`config.mk`:
```
export PLATFORM = sky130hd
export DESIGN_NAME = crc_top
export DESIGN_NICKNAME = d
export VERILOG_FILES = /design/src/crc_pkg.sv /design/src/crc_dispatcher.sv /design/src/crc_lane.sv /design/src/crc_collector.sv /design/src/crc_top.sv
export VERILOG_INCLUDE_DIRS = /design/src /design/src/src
export SDC_FILE = /design/constraint.sdc
export NUM_CORES = 1
export LEC_CHECK = 0
export BUFFER_PORTS_ARGS = -buffer_cell sky130_fd_sc_hd__buf_2
export CAP_MARGIN = 10
export CORE_MARGIN = 4
export CORE_UTILIZATION = 62
export DETAILED_ROUTE_END_ITERATION = 12
export PLACE_DENSITY = 0.8
export SYNTH_ARGS = -nofsm -noshare
export SYNTH_HDL_FRONTEND = slang
export SYNTH_HIERARCHICAL = 1
export SYNTH_SLANG_ARGS = --single-unit
```
`constraint.sdc`:
```
create_clock -name clk -period 5.41 [get_ports clk]
set_clock_uncertainty 0.1 [all_clocks]
set_input_delay 0.541 -clock clk [delete_from_list [all_inputs] [get_ports clk]]
set_output_delay 0.541 -clock clk [all_outputs]
set_load 0.005 [all_outputs]
```
`src/crc_cfg.svh`:
```
/* build-time settings for the CRC-32 engine (MPEG-2 variant, MSB first)
   CRC_BITS_PER_CYCLE must divide 32 */
`ifndef CRC_CFG_SVH
`define CRC_CFG_SVH

// parallel lanes, one whole message per lane
`define CRC_NUM_LANES 4

// non-reflected CRC-32, no final xor
`define CRC_POLY 32'h04C11DB7

// seed at the start of each message
`define CRC_INIT 32'hFFFFFFFF

// message bits folded in per clock
`define CRC_BITS_PER_CYCLE 8

`endif

```
`src/crc_pkg.sv`:
```
/* shared types of the CRC engine, widths follow crc_cfg.svh */
`include "crc_cfg.svh"

package crc_pkg;

    typedef logic [31:0] word_t;
    typedef logic [31:0] crc_t;

    // at least one bit even for a single lane
    typedef logic [((`CRC_NUM_LANES > 1) ? $clog2(`CRC_NUM_LANES) : 1)-1:0] lane_id_t;

    typedef enum logic [1:0] {
        DISP_IDLE,
        DISP_WAIT_ACK,
        DISP_WAIT_DROP
    } disp_state_e;

    typedef enum logic [1:0] {
        LANE_IDLE,
        LANE_SHIFT,
        LANE_WAIT_DROP,
        LANE_RESULT
    } lane_state_e;

    typedef enum logic [1:0] {
        COLL_WAIT,
        COLL_PRESENT,
        COLL_DROP
    } coll_state_e;

endpackage

```
`src/crc_dispatcher.sv`:
```
/* steers whole messages to lanes in round-robin order
   in_ack mirrors the ack of the target lane, so a busy lane stalls the input */
`timescale 1ns/1ps
`include "crc_cfg.svh"

module crc_dispatcher (
    input  logic                      clk,
    input  logic                      rst_n,
    input  logic                      in_req,
    input  crc_pkg::word_t            in_data,
    input  logic                      in_last,
    output logic                      in_ack,
    output logic [`CRC_NUM_LANES-1:0] lane_req,
    output crc_pkg::word_t            lane_data,
    output logic                      lane_last,
    input  logic [`CRC_NUM_LANES-1:0] lane_ack
);

    crc_pkg::disp_state_e state;
    crc_pkg::lane_id_t    ptr;
    crc_pkg::lane_id_t    ptr_next;
    logic                 take;

    assign take = (state == crc_pkg::DISP_IDLE) && in_req;

    // word counts as accepted only once the lane has latched it
    assign in_ack = lane_ack[ptr];

    assign ptr_next = (ptr == crc_pkg::lane_id_t'(`CRC_NUM_LANES - 1)) ? '0 : ptr + 1'b1;

    // word and last flag held for the whole lane handshake
    always_ff @(posedge clk) begin
        if (take) begin
            lane_data <= in_data;
            lane_last <= in_last;
        end
    end

    always_ff @(posedge clk or negedge rst_n) begin
        if (!rst_n) begin
            state    <= crc_pkg::DISP_IDLE;
            ptr      <= '0;
            lane_req <= '0;
        end else begin
            case (state)
                crc_pkg::DISP_IDLE: begin
                    if (take) begin
                        lane_req[ptr] <= 1'b1;
                        state         <= crc_pkg::DISP_WAIT_ACK;
                    end
                end
                crc_pkg::DISP_WAIT_ACK: begin
                    // release the lane once the source has seen the ack
                    if (lane_ack[ptr] && !in_req) begin
                        lane_req <= '0;
                        state    <= crc_pkg::DISP_WAIT_DROP;
                    end
                end
                crc_pkg::DISP_WAIT_DROP: begin
                    if (!lane_ack[ptr]) begin
                        // message boundary, next message goes to the next lane
                        if (lane_last) begin
                            ptr <= ptr_next;
                        end
                        state <= crc_pkg::DISP_IDLE;
                    end
                end
                default: begin
                    state <= crc_pkg::DISP_IDLE;
                end
            endcase
        end
    end

    a_lane_req_onehot: assert property (
        @(posedge clk) disable iff (!rst_n)
        $onehot0(lane_req)
    ) else $error("more than one lane request active");

endmodule

```
`src/crc_lane.sv`:
```
/* one CRC lane, folds CRC_BITS_PER_CYCLE bits per clock, MSB first
   a word is only taken after the previous one is shifted and its request dropped */
`timescale 1ns/1ps
`include "crc_cfg.svh"

module crc_lane (
    input  logic           clk,
    input  logic           rst_n,
    input  logic           word_req,
    input  crc_pkg::word_t word_data,
    input  logic           word_last,
    output logic           word_ack,
    output logic           res_req,
    output crc_pkg::crc_t  res_crc,
    input  logic           res_ack
);

    localparam int SHIFT_CYCLES = 32 / `CRC_BITS_PER_CYCLE;
    localparam int CNT_W        = (SHIFT_CYCLES > 1) ? $clog2(SHIFT_CYCLES) : 1;

    crc_pkg::lane_state_e state;
    logic [CNT_W-1:0]     cnt;
    logic                 first_q;
    logic                 last_q;
    crc_pkg::crc_t        crc_q;
    crc_pkg::crc_t        crc_nxt;
    crc_pkg::word_t       word_q;
    crc_pkg::word_t       word_nxt;
    logic                 fb;
    logic                 load;
    logic                 shift_en;
    logic                 shift_done;

    assign load       = (state == crc_pkg::LANE_IDLE) && word_req;
    assign shift_en   = (state == crc_pkg::LANE_SHIFT);
    assign shift_done = shift_en && (cnt == CNT_W'(SHIFT_CYCLES - 1));
    assign res_crc    = crc_q;

    // unrolled shift and conditional xor
    always_comb begin
        crc_nxt  = crc_q;
        word_nxt = word_q;
        fb       = 1'b0;
        for (int i = 0; i < `CRC_BITS_PER_CYCLE; i++) begin
            fb       = crc_nxt[31] ^ word_nxt[31];
            crc_nxt  = {crc_nxt[30:0], 1'b0} ^ (fb ? `CRC_POLY : 32'h0);
            word_nxt = {word_nxt[30:0], 1'b0};
        end
    end

    always_ff @(posedge clk) begin
        if (load) begin
            word_q <= word_data;
            // seed only on the first word of a message
            if (first_q) begin
                crc_q <= `CRC_INIT;
            end
        end else if (shift_en) begin
            crc_q  <= crc_nxt;
            word_q <= word_nxt;
        end
    end

    always_ff @(posedge clk or negedge rst_n) begin
        if (!rst_n) begin
            state    <= crc_pkg::LANE_IDLE;
            cnt      <= '0;
            first_q  <= 1'b1;
            last_q   <= 1'b0;
            word_ack <= 1'b0;
            res_req  <= 1'b0;
        end else begin
            // input ack follows the request down in any state
            if (word_ack && !word_req) begin
                word_ack <= 1'b0;
            end
            case (state)
                crc_pkg::LANE_IDLE: begin
                    if (word_req) begin
                        word_ack <= 1'b1;
                        last_q   <= word_last;
                        first_q  <= 1'b0;
                        cnt      <= '0;
                        state    <= crc_pkg::LANE_SHIFT;
                    end
                end
                crc_pkg::LANE_SHIFT: begin
                    cnt <= cnt + 1'b1;
                    if (shift_done) begin
                        if (last_q) begin
                            res_req <= 1'b1;
                            first_q <= 1'b1;
                            state   <= crc_pkg::LANE_RESULT;
                        end else begin
                            state <= crc_pkg::LANE_WAIT_DROP;
                        end
                    end
                end
                crc_pkg::LANE_WAIT_DROP: begin
                    // a low ack means the handshake already closed during the shift
                    if (!word_ack || !word_req) begin
                        state <= crc_pkg::LANE_IDLE;
                    end
                end
                crc_pkg::LANE_RESULT: begin
                    if (res_req && res_ack) begin
                        res_req <= 1'b0;
                    end
                    if (!res_req && !res_ack && !word_ack) begin
                        state <= crc_pkg::LANE_IDLE;
                    end
                end
                default: begin
                    state <= crc_pkg::LANE_IDLE;
                end
            endcase
        end
    end

    a_ack_after_req: assert property (
        @(posedge clk) disable iff (!rst_n)
        $rose(word_ack) |-> word_req
    ) else $error("word ack raised without a request");

    a_res_stable: assert property (
        @(posedge clk) disable iff (!rst_n)
        res_req && $past(res_req) |-> $stable(res_crc)
    ) else $error("result changed while offered");

endmodule

```
`src/crc_collector.sv`:
```
/* drains lane results in the same round-robin order as the dispatcher
   a lane is acked only after the output handshake has fully closed */
`timescale 1ns/1ps
`include "crc_cfg.svh"

module crc_collector (
    input  logic                      clk,
    input  logic                      rst_n,
    input  logic [`CRC_NUM_LANES-1:0] res_req,
    input  crc_pkg::crc_t             res_crc [`CRC_NUM_LANES],
    output logic [`CRC_NUM_LANES-1:0] res_ack,
    output logic                      out_req,
    output crc_pkg::crc_t             out_crc,
    input  logic                      out_ack
);

    crc_pkg::coll_state_e state;
    crc_pkg::lane_id_t    ptr;
    crc_pkg::lane_id_t    ptr_next;
    logic                 take;

    // skip a lane whose previous result is still being released
    assign take = (state == crc_pkg::COLL_WAIT) && res_req[ptr] && !res_ack[ptr];

    assign ptr_next = (ptr == crc_pkg::lane_id_t'(`CRC_NUM_LANES - 1)) ? '0 : ptr + 1'b1;

    always_ff @(posedge clk) begin
        if (take) begin
            out_crc <= res_crc[ptr];
        end
    end

    always_ff @(posedge clk or negedge rst_n) begin
        if (!rst_n) begin
            state   <= crc_pkg::COLL_WAIT;
            ptr     <= '0;
            res_ack <= '0;
            out_req <= 1'b0;
        end else begin
            // lane acks drop once the lane has withdrawn its request
            for (int i = 0; i < `CRC_NUM_LANES; i++) begin
                if (res_ack[i] && !res_req[i]) begin
                    res_ack[i] <= 1'b0;
                end
            end
            case (state)
                crc_pkg::COLL_WAIT: begin
                    if (take) begin
                        out_req <= 1'b1;
                        state   <= crc_pkg::COLL_PRESENT;
                    end
                end
                crc_pkg::COLL_PRESENT: begin
                    if (out_ack) begin
                        out_req <= 1'b0;
                        state   <= crc_pkg::COLL_DROP;
                    end
                end
                crc_pkg::COLL_DROP: begin
                    if (!out_ack) begin
                        res_ack[ptr] <= 1'b1;
                        ptr          <= ptr_next;
                        state        <= crc_pkg::COLL_WAIT;
                    end
                end
                default: begin
                    state <= crc_pkg::COLL_WAIT;
                end
            endcase
        end
    end

    a_out_stable: assert property (
        @(posedge clk) disable iff (!rst_n)
        out_req && !out_ack |=> $stable(out_crc)
    ) else $error("out_crc changed before out_ack");

endmodule

```
`src/crc_top.sv`:
```
/* multi-lane CRC-32 engine, results leave in message arrival order
   full 32-bit words only, four-phase req/ack on both ports */
`timescale 1ns/1ps
`include "crc_cfg.svh"

module crc_top (
    input  logic           clk,
    input  logic           rst_n,
    input  logic           in_req,
    input  crc_pkg::word_t in_data,
    input  logic           in_last,
    output logic           in_ack,
    output logic           out_req,
    output crc_pkg::crc_t  out_crc,
    input  logic           out_ack
);

    logic [`CRC_NUM_LANES-1:0] lane_req;
    logic [`CRC_NUM_LANES-1:0] lane_ack;
    crc_pkg::word_t            lane_data;
    logic                      lane_last;

    logic [`CRC_NUM_LANES-1:0] res_req;
    logic [`CRC_NUM_LANES-1:0] res_ack;
    crc_pkg::crc_t             res_crc [`CRC_NUM_LANES];

    crc_dispatcher u_disp (
        .clk       (clk),
        .rst_n     (rst_n),
        .in_req    (in_req),
        .in_data   (in_data),
        .in_last   (in_last),
        .in_ack    (in_ack),
        .lane_req  (lane_req),
        .lane_data (lane_data),
        .lane_last (lane_last),
        .lane_ack  (lane_ack)
    );

    // lanes share the word bus, each has its own req/ack pair
    for (genvar g = 0; g < `CRC_NUM_LANES; g++) begin : g_lane
        crc_lane u_lane (
            .clk       (clk),
            .rst_n     (rst_n),
            .word_req  (lane_req[g]),
            .word_data (lane_data),
            .word_last (lane_last),
            .word_ack  (lane_ack[g]),
            .res_req   (res_req[g]),
            .res_crc   (res_crc[g]),
            .res_ack   (res_ack[g])
        );
    end

    crc_collector u_coll (
        .clk     (clk),
        .rst_n   (rst_n),
        .res_req (res_req),
        .res_crc (res_crc),
        .res_ack (res_ack),
        .out_req (out_req),
        .out_crc (out_crc),
        .out_ack (out_ack)
    );

endmodule

```
==> out/qor.csv <==
metric,value,unit
status,"complete, no violations",
setup-tns-final,0,ps
p_comb_share,1.9,%
initial_utilization,62.9,%
hold_path.class,in -> reg,
crit_path_max_incr_delay,720,ps
cts_hold_buffers,0,
dr.pass1.iters,5,
finalCritPeriodShare,49.9,%
finalPower,5.82,mW
syn_inst,1374,
ys_ff_latch,370,
seq_power_share,52.8,%
hold_viol,0,
syn-num-nets,1423,
rsz0062_at_grt,no,
dp_slack,2660,ps
cts_num_sinks,370,
coreArea,29600,sq um
dp_hpwl,28600,microns
final_max_slew_viol_count,0,
seq_area_frac_synth,58.3,%
cp-start-kind,flip-flop,
via_per_inst,5.83,
ios,71,
drc,0,
async_reset_ff_share,13.2,%
grt_usage,25.5,%
diodes,0,
dieArea,32900,sq um
fillers,1990,
ir_drop,0.265,mV
leakage,7.92,nW
synth_ff_type,edfxtp_1,
critical_path_class,reg -> reg,
post-cts-setup-buffers,0,
dpl-instance-area,19400,sq um
multi_input_area,7520,sq um
cts_tree,yes,
synth.avg_cell_area,13.6,sq um
place.gp.congestion,0.950,
grt_max_degree,53,
min_period,2700,ps
clockRootBuffer,clkbuf_16,
swShare,19.7,%
final_nets,1502,
drt-total-wl,41900,microns
maxCapViolCount,0,
final_layout_size_suffix_gt1_share,18.1,%
ys_types,47,
yosys_warnings,6,
clkSlewWorstSetupHoldPaths,60,ps
die_w,181,microns
synth_area,18600,sq um
cp_max_fo,36,
min_path_cells,1,
fmax,0.371,GHz
cts_buffers,40,
clockBufferDepth,3,
antenna_found_initial,1,
seqCellArea,10900,sq um
relSlewSlack,29.2,%
critical_path_required,5470,ps
grt_pass1_wl,63800,microns
power_frac_clock,45.3,%
layout_setup_ws,2710,ps
synth_edf_count,321,
worstSetupEndpointType,flip-flop,
vias,10900,
area_growth,11.2,%
num_rows,63,
intPower,4.67,mW
crit_slowest_cell,nor2_4,
port_buffers,70,
htree_levels,2,
worstMarginPinSlew,1060,ps
r2r_cells,4,
stdcell_area,20700,sq um
grt_pass1_vias,10700,
overflow,0,
switchingPower,1.15,mW
clkLatencyLatePin,540,ps
drt_iter0_drc,1135,
wl_per_cell,22.4,microns
ant_nets,0,
fp.dieH,181,microns
arrival,2750,ps
cts_resized,0,
power_density,281,nW/um^2
utilization,69.9,%
report.final.setup_viol,0,
cp_cell_sequence,"buf_4, inv_1, mux4_2, nor2_4",
-- cell families after synthesis --
kind of cell | after synthesis | share of synthesized area (%)
XOR/XNOR | 269 | 20.1
AO/OA/AOI/OAI | 71 | 2.38
adder cells (fa/ha/maj) | 12 | 0.806
buffers and inverters | 67 | 1.53
multiplexers | 48 | 4.87
AND/OR/NAND/NOR | 537 | 12.0
flip-flops | 370 | 58.3
-- power by group through the flow --
| stage | clock [mW] | sequential (mW) | combinational (mW) |
|---|---|---|---|
| after floorplan | 0 | 3.13 | 0.0778 |
| after global placement | 0 | 3.13 | 0.105 |
| after detailed placement | 0 | 3.13 | 0.107 |
| after CTS | 2.68 | 3.07 | 0.108 |
| after global routing | 2.81 | 3.07 | 0.119 |
| final | 2.64 | 3.07 | 0.109 |
-- final cells by class --
type / count / area share [%]
clock buffers: 51 / 5.18
clock inverters: 18 / 0.924
inverters: 15 / 0.284
multi-input cells: 937 / 36.3
flip-flops and latches: 370 / 52.5
well taps: 390 / 2.36
repair buffers: 89 / 2.45
-- flip-flops by register name (all words and copies together), names as in the netlist, 8 cells and up --
signal,flops
g_lane.u_lane/res_crc,128
u_disp/lane_data,32
g_lane.u_lane/cnt,8
g_lane.u_lane/word_q,128
g_lane.u_lane/state,8
u_coll/out_crc,32
-- layout by cell type, fill, tap and decap left out, types with 13 or more instances in the layout --
cell type,instances
and2_1,40
xor2_1,48
nand2_1,428
mux4_2,34
mux2i_1,13
dfrtp_1,44
nor2_1,19
buf_4,17
xnor3_1,36
clkbuf_16,41
inv_1,14
buf_2,70
xnor2_1,109
edfxtp_1,321
o21ai_0,23
a21oi_1,18
xnor2_2,36
-- per-stage QoR --
step / hold WS [ps] / std cells
after floorplan: 145 / 1374
after global routing: 49.7 / 1870
final: 70.5 / 1870
after global placement: 376 / 1799
after CTS: 49.5 / 1868
after detailed placement: 391 / 1799
-- final timing paths --
kind,startpoint,end,slack [ps]
min in group asynchronous,rst_n,u_disp/ptr[0],310
worst min register to register,g_lane[0].u_lane/cnt[1],g_lane[0].u_lane/cnt[1],400
worst max register to register,u_coll/ptr[0],u_coll/out_crc[20],2710
max in group asynchronous,rst_n,g_lane[0].u_lane/first_q,4350
worst max-delay path,u_coll/ptr[0],u_coll/out_crc[20],2710
worst min-delay path,in_data[1],u_disp/lane_data[1],70
-- cell usage after synthesis, types with 23 or more instances --
| cell | count | area share [%] |
|---|---|---|
| xnor3_1 | 36 | 4.4 |
| o21ai_0 | 23 | 0.62 |
| mux4_2 | 34 | 4.1 |
| nand2_1 | 428 | 8.6 |
| xnor2_1 | 109 | 5.1 |
| nor2_1 | 28 | 0.56 |
| and2_1 | 40 | 1.3 |
| clkbuf_1 | 44 | 0.89 |
| dfrtp_1 | 45 | 6.0 |
| edfxtp_1 | 321 | 52 |
| xor2_1 | 48 | 2.3 |
| xnor2_2 | 36 | 3.1 |
-- metal layers --
layer	wire length, microns	vias to the layer above	track usage (%)	part of all wire [%]
met1	17000	5368	36.8	41
li1	-	4900	-	-
met4	1360	2	8.59	3.2
met2	20000	542	40.6	48
met5	11	-	0	0.026
met3	3560	96	4.03	8.5
-- worst max-delay path, delay by kind of cell, from the launching register on --
family / cells / cell delay [ps]
flip-flops: 1 / 330
AND/OR/NAND/NOR: 1 / 720
multiplexers: 1 / 390
buffers and inverters: 2 / 740
Note: power is estimated with default switching activity, not from simulation.
